<file path="src/core_defines.svh">
`ifndef CORE_DEFINES_SVH
`define CORE_DEFINES_SVH

////////////////////////////////////////
// datapath widths
////////////////////////////////////////

`define WORD_W 32

// commit ring sizing, tag indexes the ring
`define RING_DEPTH 8
`define TAG_W 3

////////////////////////////////////////
// issue to bus latencies in cycles
////////////////////////////////////////

`define ALU_LAT 1
`define FTOI_LAT 3

`endif
</file>
<file path="src/core_pkg.sv">
`default_nettype none
`include "core_defines.svh"

package core_pkg;

	typedef enum logic [1:0] {
		OP_ADD,
		OP_SUB,
		OP_MOV,
		OP_FTOI
	} op_t;

	// source of the word on the result bus
	typedef enum logic {
		UNIT_ALU,
		UNIT_FTOI
	} unit_t;

	// mov copies a, ftoi converts a
	typedef struct packed {
		op_t                op;
		logic [`WORD_W-1:0] a;
		logic [`WORD_W-1:0] b;
	} inst_t;

	typedef struct packed {
		logic               valid;
		logic [`TAG_W-1:0]  tag;
		logic [`WORD_W-1:0] data;
	} cdb_t;

	// one slot of the bus reservation chain
	typedef struct packed {
		logic              valid;
		logic [`TAG_W-1:0] tag;
		unit_t             unit;
	} rsv_t;

endpackage

`default_nettype wire

</file>
<file path="src/ooo_core_top.sv">
`timescale 1ns/1ps
`default_nettype none
`include "core_defines.svh"

module ooo_core_top (
	input  logic            clk,
	input  logic            rst_n,
	input  core_pkg::inst_t inst,
	input  logic            inst_valid,
	input  logic            tx_ready,
	output logic            inst_ready,
	output logic [7:0]      tx_data,
	output logic            tx_valid
);
	import core_pkg::*;

	logic               alloc;
	logic               alu_issue;
	logic               ftoi_issue;
	logic               ring_full;
	logic [`TAG_W-1:0]  alloc_tag;
	logic [`WORD_W-1:0] alu_result;
	logic [`WORD_W-1:0] ftoi_result;
	cdb_t               cdb;
	logic               head_valid;
	logic [`WORD_W-1:0] head_data;
	logic               take;

	////////////////////////////////////////
	// producer
	////////////////////////////////////////

	cdb_issue u_issue (
		.clk,
		.rst_n,
		.inst,
		.inst_valid,
		.ring_full,
		.alloc_tag,
		.alu_result,
		.ftoi_result,
		.inst_ready,
		.alloc,
		.alu_issue,
		.ftoi_issue,
		.cdb
	);

	int_alu u_alu (
		.clk,
		.rst_n,
		.issue(alu_issue),
		.op(inst.op),
		.a(inst.a),
		.b(inst.b),
		.result(alu_result)
	);

	ftoi_unit u_ftoi (
		.clk,
		.rst_n,
		.issue(ftoi_issue),
		.a(inst.a),
		.result(ftoi_result)
	);

	// buffer and consumer
	commit_ring u_ring (
		.clk,
		.rst_n,
		.alloc,
		.cdb,
		.take,
		.alloc_tag,
		.ring_full,
		.head_valid,
		.head_data
	);

	byte_sender u_sender (
		.clk,
		.rst_n,
		.head_valid,
		.head_data,
		.tx_ready,
		.take,
		.tx_data,
		.tx_valid
	);

endmodule

`default_nettype wire

</file>
<file path="src/byte_sender.sv">
`timescale 1ns/1ps
`default_nettype none
`include "core_defines.svh"

module byte_sender (
	input  logic               clk,
	input  logic               rst_n,
	input  logic               head_valid,
	input  logic [`WORD_W-1:0] head_data,
	input  logic               tx_ready,
	output logic               take,
	output logic [7:0]         tx_data,
	output logic               tx_valid
);
	logic [`WORD_W-1:0] word;
	logic [1:0]         idx;
	logic               last_out;

	// last byte leaves this cycle
	assign last_out = tx_valid && tx_ready && (idx == 2'd3);

	assign take = head_valid && (!tx_valid || last_out);

	// low byte first
	assign tx_data = word[idx*8 +: 8];

	always_ff @(posedge clk) begin
		if (!rst_n) begin
			tx_valid <= 1'b0;
			idx      <= '0;
		end else if (take) begin
			tx_valid <= 1'b1;
			idx      <= '0;
		end else if (tx_valid && tx_ready) begin
			if (idx == 2'd3) begin
				tx_valid <= 1'b0;
			end
			idx <= idx + 1'b1;
		end
	end

	always_ff @(posedge clk) begin
		if (take) begin
			word <= head_data;
		end
	end

endmodule

`default_nettype wire

</file>
<file path="src/commit_ring.sv">
`timescale 1ns/1ps
`default_nettype none
`include "core_defines.svh"

module commit_ring (
	input  logic               clk,
	input  logic               rst_n,
	input  logic               alloc,
	input  core_pkg::cdb_t     cdb,
	input  logic               take,
	output logic [`TAG_W-1:0]  alloc_tag,
	output logic               ring_full,
	output logic               head_valid,
	output logic [`WORD_W-1:0] head_data
);
	////////////////////////////////////////
	// ring state
	////////////////////////////////////////

	logic [`TAG_W-1:0]  head;
	logic [`TAG_W-1:0]  tail;
	logic [`TAG_W:0]    count;
	logic [`RING_DEPTH-1:0] done;
	logic [`WORD_W-1:0] data [`RING_DEPTH];

	assign alloc_tag  = tail;
	assign ring_full  = count == (`TAG_W+1)'(`RING_DEPTH);
	assign head_valid = (count != '0) && done[head];
	assign head_data  = data[head];

	////////////////////////////////////////
	// pointers and occupancy
	////////////////////////////////////////

	always_ff @(posedge clk) begin
		if (!rst_n) begin
			head  <= '0;
			tail  <= '0;
			count <= '0;
		end else begin
			if (alloc) begin
				tail <= tail + 1'b1;
			end
			if (take) begin
				head <= head + 1'b1;
			end
			case ({alloc, take})
				2'b10: begin
					count <= count + 1'b1;
				end
				2'b01: begin
					count <= count - 1'b1;
				end
				default: begin
					count <= count;
				end
			endcase
		end
	end

	////////////////////////////////////////
	// completion
	////////////////////////////////////////

	// a fresh entry never matches an in-flight bus tag
	always_ff @(posedge clk) begin
		if (!rst_n) begin
			done <= '0;
		end else begin
			if (alloc) begin
				done[tail] <= 1'b0;
			end
			if (cdb.valid) begin
				done[cdb.tag] <= 1'b1;
			end
		end
	end

	always_ff @(posedge clk) begin
		if (cdb.valid) begin
			data[cdb.tag] <= cdb.data;
		end
	end

endmodule

`default_nettype wire

</file>
<file path="src/ftoi_unit.sv">
`timescale 1ns/1ps
`default_nettype none
`include "core_defines.svh"

module ftoi_unit (
	input  logic               clk,
	input  logic               rst_n,
	input  logic               issue,
	input  logic [`WORD_W-1:0] a,
	output logic [`WORD_W-1:0] result
);
	logic [7:0] exp_in;

	// stage 1 state
	logic        s1_valid;
	logic        s1_sign;
	logic        s1_zero;
	logic        s1_sat;
	logic        s1_left;
	logic [4:0]  s1_sh;
	logic [23:0] s1_mant;

	// stage 2 state
	logic               s2_valid;
	logic               s2_sign;
	logic               s2_sat;
	logic [`WORD_W-1:0] s2_mag;

	assign exp_in = a[30:23];

	always_ff @(posedge clk) begin
		if (!rst_n) begin
			s1_valid <= 1'b0;
			s2_valid <= 1'b0;
		end else begin
			s1_valid <= issue;
			s2_valid <= s1_valid;
		end
	end

	////////////////////////////////////////
	// stage 1, unpack
	////////////////////////////////////////

	always_ff @(posedge clk) begin
		if (issue) begin
			s1_sign <= a[31];
			s1_zero <= exp_in < 8'd127;
			// nan and inf land here too
			s1_sat  <= exp_in >= 8'd158;
			s1_mant <= {1'b1, a[22:0]};
			// value = mant * 2^(exp-150)
			s1_left <= exp_in >= 8'd150;
			s1_sh   <= (exp_in >= 8'd150) ? 5'(exp_in - 8'd150) : 5'(8'd150 - exp_in);
		end
	end

	////////////////////////////////////////
	// stage 2, shift
	////////////////////////////////////////

	always_ff @(posedge clk) begin
		if (s1_valid) begin
			s2_sign <= s1_sign;
			s2_sat  <= s1_sat;
			if (s1_zero) begin
				s2_mag <= '0;
			end else if (s1_left) begin
				s2_mag <= {8'd0, s1_mant} << s1_sh;
			end else begin
				s2_mag <= {8'd0, s1_mant} >> s1_sh;
			end
		end
	end

	////////////////////////////////////////
	// stage 3, sign
	////////////////////////////////////////

	always_ff @(posedge clk) begin
		if (s2_valid) begin
			if (s2_sat) begin
				result <= s2_sign ? 32'h8000_0000 : 32'h7fff_ffff;
			end else begin
				result <= s2_sign ? -s2_mag : s2_mag;
			end
		end
	end

endmodule

`default_nettype wire

</file>
<file path="src/int_alu.sv">
`timescale 1ns/1ps
`default_nettype none
`include "core_defines.svh"

module int_alu (
	input  logic               clk,
	input  logic               rst_n,
	input  logic               issue,
	input  core_pkg::op_t      op,
	input  logic [`WORD_W-1:0] a,
	input  logic [`WORD_W-1:0] b,
	output logic [`WORD_W-1:0] result
);
	import core_pkg::*;

	logic [`WORD_W-1:0] next_result;

	// add and sub wrap naturally at word width
	always_comb begin
		case (op)
			OP_ADD: begin
				next_result = a + b;
			end
			OP_SUB: begin
				next_result = a - b;
			end
			default: begin
				next_result = a;
			end
		endcase
	end

	// result sits on the bus one cycle after issue
	always_ff @(posedge clk) begin
		if (!rst_n) begin
			result <= '0;
		end else if (issue) begin
			result <= next_result;
		end
	end

endmodule

`default_nettype wire

</file>
<file path="src/cdb_issue.sv">
`timescale 1ns/1ps
`default_nettype none
`include "core_defines.svh"

module cdb_issue (
	input  logic               clk,
	input  logic               rst_n,
	input  core_pkg::inst_t    inst,
	input  logic               inst_valid,
	input  logic               ring_full,
	input  logic [`TAG_W-1:0]  alloc_tag,
	input  logic [`WORD_W-1:0] alu_result,
	input  logic [`WORD_W-1:0] ftoi_result,
	output logic               inst_ready,
	output logic               alloc,
	output logic               alu_issue,
	output logic               ftoi_issue,
	output core_pkg::cdb_t     cdb
);
	import core_pkg::*;

	////////////////////////////////////////
	// issue
	////////////////////////////////////////

	logic is_ftoi;
	logic accept;

	// rsv[0] owns the bus this cycle, rsv[FTOI_LAT-1] is the far end
	rsv_t rsv [`FTOI_LAT-1:0];

	assign is_ftoi = inst.op == OP_FTOI;

	// alu result would land on a slot already held by an older ftoi
	assign inst_ready = !ring_full && !(!is_ftoi && rsv[`ALU_LAT].valid);

	assign accept     = inst_valid && inst_ready;
	assign alloc      = accept;
	assign alu_issue  = accept && !is_ftoi;
	assign ftoi_issue = accept && is_ftoi;

	////////////////////////////////////////
	// reservation chain
	////////////////////////////////////////

	always_ff @(posedge clk) begin
		for (int k = 0; k < `FTOI_LAT-1; k++) begin
			rsv[k] <= rsv[k+1];
		end
		rsv[`FTOI_LAT-1].valid <= ftoi_issue;
		rsv[`FTOI_LAT-1].tag   <= alloc_tag;
		rsv[`FTOI_LAT-1].unit  <= UNIT_FTOI;
		// alu joins closer to the bus
		if (alu_issue) begin
			rsv[`ALU_LAT-1].valid <= 1'b1;
			rsv[`ALU_LAT-1].tag   <= alloc_tag;
			rsv[`ALU_LAT-1].unit  <= UNIT_ALU;
		end
		if (!rst_n) begin
			for (int k = 0; k < `FTOI_LAT; k++) begin
				rsv[k].valid <= 1'b0;
			end
		end
	end

	////////////////////////////////////////
	// result bus
	////////////////////////////////////////

	always_comb begin
		cdb.valid = rsv[0].valid;
		cdb.tag   = rsv[0].tag;
		cdb.data  = (rsv[0].unit == UNIT_FTOI) ? ftoi_result : alu_result;
	end

endmodule

`default_nettype wire

</file>
<file path="config.mk">
export PLATFORM = sky130hd
export DESIGN_NAME = ooo_core_top
export DESIGN_NICKNAME = d
export VERILOG_FILES = /design/src/core_pkg.sv /design/src/ooo_core_top.sv /design/src/byte_sender.sv /design/src/commit_ring.sv /design/src/ftoi_unit.sv /design/src/int_alu.sv /design/src/cdb_issue.sv
export VERILOG_INCLUDE_DIRS = /design/src
export SDC_FILE = /design/constraint.sdc
export NUM_CORES = 1
export LEC_CHECK = 0
export ABC_CLOCK_PERIOD_IN_PS = 14100
export BUFFER_PORTS_ARGS = -buffer_cell sky130_fd_sc_hd__buf_2
export CAP_MARGIN = 15
export CORE_MARGIN = 5
export CORE_UTILIZATION = 46
export CTS_CLUSTER_DIAMETER = 100
export DETAILED_ROUTE_END_ITERATION = 16
export PLACE_DENSITY = 0.69
export SETUP_SLACK_MARGIN = 0.2
export SLEW_MARGIN = 10
export SYNTH_ARGS = -nofsm -noshare
export SYNTH_HDL_FRONTEND = slang
export SYNTH_SLANG_ARGS = --single-unit
</file>
<file path="constraint.sdc">
create_clock -name clk -period 14.1 [get_ports clk]
set_input_delay 2.82 -clock clk [delete_from_list [all_inputs] [get_ports clk]]
set_output_delay 2.82 -clock clk [all_outputs]
set_load 0.005 [all_outputs]
</file>
==> impl_metrics.ini, run 1 <==
[synthesis]
synth_nets = 1892
synth-edff-count = 386
yosys.area_share.simple_pct = 8.982
synth_compound_area_share_pct = 10.96
ys.flop_type = edfxtp_1
synth_fa_ha_area_share_pct = 2.515
synth_top_area_share_pct = 50.43
syn_inst = 1777
synth_top_family_by_area = multiplexers
synthTopCellsByArea = edfxtp_1 50%, mux4_2 8.6%, dfxtp_1 5.9%
ys_ff_latch = 454
synth_xor_area_share_pct = 2.629
ys_types = 84
synth_largest_area_cell = edfxtp_1
async_flop_share_pct = 0
netlist_area_sq_mm = 0.02298
seq_area_frac_synth_pct = 56.35
ys_warn_count = 0
avgSynthCellArea_sq_um = 12.93
synth.mux.area_fraction_pct = 16.13

[critical_path]
arrival_ns = 4.04
worstSetupStartpointType = primary input
cp_max_fo = 40
critPathKind = primary input to primary output
required_ns = 11.28
path_cells = buf_2, nand2_1, a22oi_1, buf_2
critPathSlowestCell = buf_2
rr_startpoint = u_ring.head[1]
crit_start = inst[65]
crit_path_end_kind = primary output
slowest_delay_ns = 0.56
cpMostUsedCell = buf_2

[clock_network]
cts-resized-gates = 0
cts_tree = done
clockBufferDepth = 3
numClockSinks = 454
h-tree-depth = 2
clock_latency_ns = 0.57
cts_hold_buffers = 0
post_cts_buffers = 0
cts_root_buf = clkbuf_16
cts.clk_slew.worst_paths_ns = 0.06
numCtsBuffers = 46

[drt]
drc = 0
wire_per_inst_um = 22.30
ant_nets = 0
drt_iter0_markers = 1499
via_per_inst = 5.930
vias = 14984
drt_wl_total_um = 56360
drt_pre_antenna_iters = 6

[placement]
place_inst = 2443
place.gp.congestion = 0.9227
place_area_sq_mm = 0.02403
dp_hpwl_um = 38020
io_buffers = 79

[timing]
timing.final.crit_share_pct = 48.63
finalMaxSlewViolations = 0
slew_headroom_pct = 25.39
min_period_ns = 6.857
worstMarginPinSlew_ns = 1.119
setup_violations = 0
rsz0062_at_grt = false
hold_viol_final = 0
fin_skew_ns = 0.02435
fmax_ghz = 0.1458
fin_setup_tns_ns = 0

[power]
p_per_area_mw_per_mm2 = 118.7
power.total_w = 0.003017
ir_drop_v = 0.00008354
leakage_nw = 8.794

[finish]
final_cells = 2527
antenna_cells = 0
nets = 1934
postLayoutCellArea_sq_mm = 0.02542
layout.cells.most_common_list = 386 x edfxtp_1, 151 x nor2_1, 118 x a21oi_1
areaGrowthSynthToFinish_pct = 10.59
drive_gt1_share_pct = 19.08
final_common_cell = edfxtp_1

[floorplan]
rows = 82
die-width_um = 233.5
die-height_um = 233.5
num_io_pins = 80
start_util_pct = 46.19
placeableCoreArea_sq_mm = 0.04976
die-area_sq_mm = 0.05454

[hold_path]
worst_hold_path_type = flip-flop to flip-flop
hp-start = u_issue.rsv[0][13]

[status]
status = finished, final reports clean

[global_route]
grt_pass1_vias = 14633
grt_first_pass_wirelength_um = 87180
grtUsageTotal_pct = 20.65
grt_max_degree = 69
antenna_found_initial = 1
grt_overflow_total = 0

[job]
cap_violations = 0
-- report_power, final --
part | leakage, nW | switching (W) | internal (W) | total (W)
clock | 0.662 | 0.000493 | 0.000635 | 0.00113
combinational | 4.03 | 0.000220 | 0.000145 | 0.000364
sequential | 4.10 | 0.0000274 | 0.00150 | 0.00152
total | 8.79 | 0.000740 | 0.00228 | 0.00302
-- sequential cells by signal, summed over array words and instances, names as in the netlist, 3 cells and up --
name	flops
u_sender.word	32
u_ring.data	256
u_ftoi.s2_mag	32
u_issue.rsv	13
u_ring.alloc_tag	3
u_ftoi.s1_sh	5
u_ftoi.s1_mant	23
u_ftoi.result	32
u_ring.count	4
u_ring.done	8
u_ring.head	3
u_alu.result	32
-- worst max-delay path: cells and delay by family --
family                 cells  cell delay (ns)
AOI/OAI and AO/OA          1             0.25
and+or+nand+nor            1             0.24
buffers and inverters      2             0.72
-- stage by stage --
| step | hold WS (ns) | setup slack (ns) | utilization (%) |
|---|---|---|---|
| finish | 0.3218 | 7.243 | 51.08 |
| global route | 0.3350 | 6.945 | 51.08 |
| CTS | 0.3297 | 7.256 | 51.08 |
| detailed placement | 0.3164 | 6.847 | 48.29 |
| global placement | 0.3125 | 6.970 | 48.29 |
| floorplan | 0.3096 | 6.892 | - |
-- routing by layer --
| metal | wire, um | up-vias | track usage [%] |
|---|---|---|---|
| met1 | 24860 | 7398 | 29.78 |
| met2 | 26240 | 541 | 32.62 |
| li1 | - | 6947 | - |
| met5 | 20 | - | 0 |
| met3 | 3366 | 96 | 2.796 |
| met4 | 1881 | 2 | 6.754 |
-- cell usage after synthesis (all sizes together) (11+ instances only) --
cell / n
a211oi: 16
a21o: 16
a21oi: 120
a31oi: 21
buf: 35
clkbuf: 74
dfxtp: 68
edfxtp: 386
ha: 43
inv: 31
mux2: 75
mux2i: 88
mux4: 88
nand2: 103
nand2b: 27
nand3: 17
nand4: 13
nor2: 158
nor2b: 18
nor3: 28
nor3b: 11
o211ai: 14
o21a: 19
o21ai: 77
o22ai: 34
or3: 16
xnor2: 29
xor2: 40
-- worst paths after layout --
path                        to  slack (ns)  cells after the start
max                 inst_ready        7.24                      4
min          u_issue.rsv[0][8]        0.32                      0
max reg2reg    u_ring.count[3]       10.69                     11
min reg2reg  u_issue.rsv[0][8]        0.32                      0
-- area by class of cell --
type / count / area [sq um]
Clock buffer: 70 / 1294
Sequential cell: 454 / 12960
Inverter: 32 / 120.1
Clock inverter: 14 / 95.09
Fill cell: 4258 / 24340
Timing Repair Buffer: 103 / 575.6
Multi-Input combinational cell: 1182 / 9534
Tap cell: 672 / 840.8
-- kinds of logic (layout without fill, tap and decap cells) --
logic type | Yosys count | in the layout
and+or+nand+nor | 424 | 424
DFF | 454 | 454
adders and majority gates | 45 | 45
xor gates and xnor gates | 69 | 69
AOI/OAI and AO/OA | 393 | 393
buffers and inverters | 141 | 219
muxes | 251 | 251
No activity file was read; power rests on OpenSTA's default activity.
==> run 2, diff against run 1 <==
ABC_CLOCK_PERIOD_IN_PS = 5900   (was 14100)
PLACE_DENSITY = 0.71   (was 0.69)
clock period = 5.9 ns   (was 14.1 ns; I/O delays follow)
==> run 2 against run 1 <==
Non-clock buffer count up 5. Wire length decreased by 0.85%. Power rose by 140%. Largest power group unchanged. Highest routed layer is now met4.
==> impl_metrics.ini, run 2 (same netlist as run 1, synthesis figures left out) <==
[critical_path]
critPathTopFamily = compound AO/OA/AOI/OAI gates
critPathKind = primary input to flip-flop
worst-path-buf-inv = 1
endpoint = u_alu.result[28]
cp_num_cells = 15
arrival_ns = 5.22
required_ns = 6.39
crit_start = inst[4]
critPathSlowestCell = nor3b_1
r2r_setup_slack_ns = 2.76
r2r_end = u_ring.count[3]
path_cells = buf_2, or3_1, nor3b_1, nand2_1, o41ai_1, xor2_1, ha_1, a21oi_1, nand2_1, a221oi_1, a41oi_2, and3_1, a221oi_2, xor2_1, a221oi_2
rr_startpoint = u_sender.idx[0]
crit_path_end_kind = flip-flop
r2r_cells = 10
slowest_delay_ns = 0.49
worstSetupStartpointType = primary input
cp_max_fo = 6

[drt]
via_per_inst = 5.889
vias = 14906
wire_per_inst_um = 22.08
drc = 0
drt_wl_total_um = 55880
drt_pre_antenna_iters = 5
ant_nets = 0
drt_iter0_markers = 1192

[clock_network]
numClockSinks = 454
clockBufferDepth = 3
numCtsBuffers = 47
cts_tree = done
h-tree-depth = 2
post_cts_buffers = 0
clock_latency_ns = 0.59
cts.clk_slew.worst_paths_ns = 0.06
cts_root_buf = clkbuf_16
cts_hold_buffers = 0
cts-resized-gates = 0

[status]
status = finished, final reports clean

[floorplan]
placeableCoreArea_sq_mm = 0.04976
die-area_sq_mm = 0.05454
die-width_um = 233.5
rows = 82
num_io_pins = 80
die-height_um = 233.5
start_util_pct = 46.19

[power]
power.total_w = 0.007363
leakage_nw = 8.895
p_per_area_mw_per_mm2 = 288.0
ir_drop_v = 0.0002299

[timing]
setup_violations = 0
setup_slack_ns = 1.171
finalMaxSlewViolations = 0
timing.final.crit_share_pct = 80.15
fin_setup_tns_ns = 0
worstMarginPinSlew_ns = 0.9756
fin_skew_ns = 0.02153
min_period_ns = 4.729
slew_headroom_pct = 34.96
hold_viol_final = 0
fmax_ghz = 0.2115
rsz0062_at_grt = false

[finish]
postLayoutCellArea_sq_mm = 0.02557
layout.cells.most_common_list = 386 x edfxtp_1, 151 x nor2_1, 118 x a21oi_1
antenna_cells = 0
final_common_cell = edfxtp_1
drive_gt1_share_pct = 19.85
regMostFlops = u_ring.data
areaGrowthSynthToFinish_pct = 11.25
final_core_util_pct = 51.39
nets = 1940
largest_register_ffs = 256

[global_route]
grt_pass1_vias = 14814
grt_overflow_total = 0
grt_first_pass_wirelength_um = 86490
antenna_found_initial = 0
grt_max_degree = 67
grtUsageTotal_pct = 20.42

[hold_path]
worst_hold_path_type = flip-flop to flip-flop

[job]
cap_violations = 0

[placement]
place_area_sq_mm = 0.02407
place.gp.congestion = 0.9754
dp_hpwl_um = 38050
io_buffers = 79
preCtsSetupSlack_ns = 0.5703
-- run 2: cell types whose count changed in the layout (fill, tap and decap cells not counted), sizes merged --
cell	change
inv	+1
clkbuf	-6
clkinvlp	-2
clkinv	+5
buf	+5
bufinv	+1
-- run 2: through the flow --
step | instances | hold slack [ns]
after global routing | 2531 | 0.3518
after floorplan | 1777 | 0.3096
after CTS | 2531 | 0.3430
final | 2531 | 0.3417
after detailed placement | 2448 | 0.3190
after global placement | 2448 | 0.3121
-- run 2: cell type report --
| class | count | area (sq um) |
|---|---|---|
| fill | 4183 | 24190 |
| sequential | 454 | 12960 |
| multi-input combinational | 1182 | 9534 |
| clock buffer | 64 | 1335 |
| tap | 672 | 840.8 |
| timing repair buffer | 108 | 613.1 |
| clock inverter | 19 | 168.9 |
| inverter | 32 | 120.1 |
-- run 2: worst min path at each step --
stage	startpoint	end	slack [ns]	cells past startpoint
3_5_place_dp	u_issue.rsv[0][11]	u_issue.rsv[0][6]	0.32	0
2_1_floorplan	u_issue.rsv[0][11]	u_issue.rsv[0][6]	0.31	0
5_1_grt	u_issue.rsv[0][12]	u_issue.rsv[0][7]	0.35	0
4_1_cts	u_issue.rsv[0][13]	u_issue.rsv[0][8]	0.34	0
6_report	u_issue.rsv[0][13]	u_issue.rsv[0][8]	0.34	0
3_3_place_gp	u_issue.rsv[0][12]	u_issue.rsv[0][7]	0.31	0
-- run 2: metal layers --
layer / routed length, um / up-vias / global-route usage [%]
met5: 0 / - / 0
met4: 1821 / 0 / 6.698
met3: 2967 / 109 / 2.674
met2: 27180 / 504 / 33.81
met1: 23920 / 7344 / 28.13
li1: - / 6949 / -
-- run 2: where the power goes --
part / switching, W / internal, W / total, W
logic: 0.000517 / 0.000347 / 0.000864
clock network: 0.00121 / 0.00164 / 0.00285
registers: 0.0000706 / 0.00358 / 0.00365
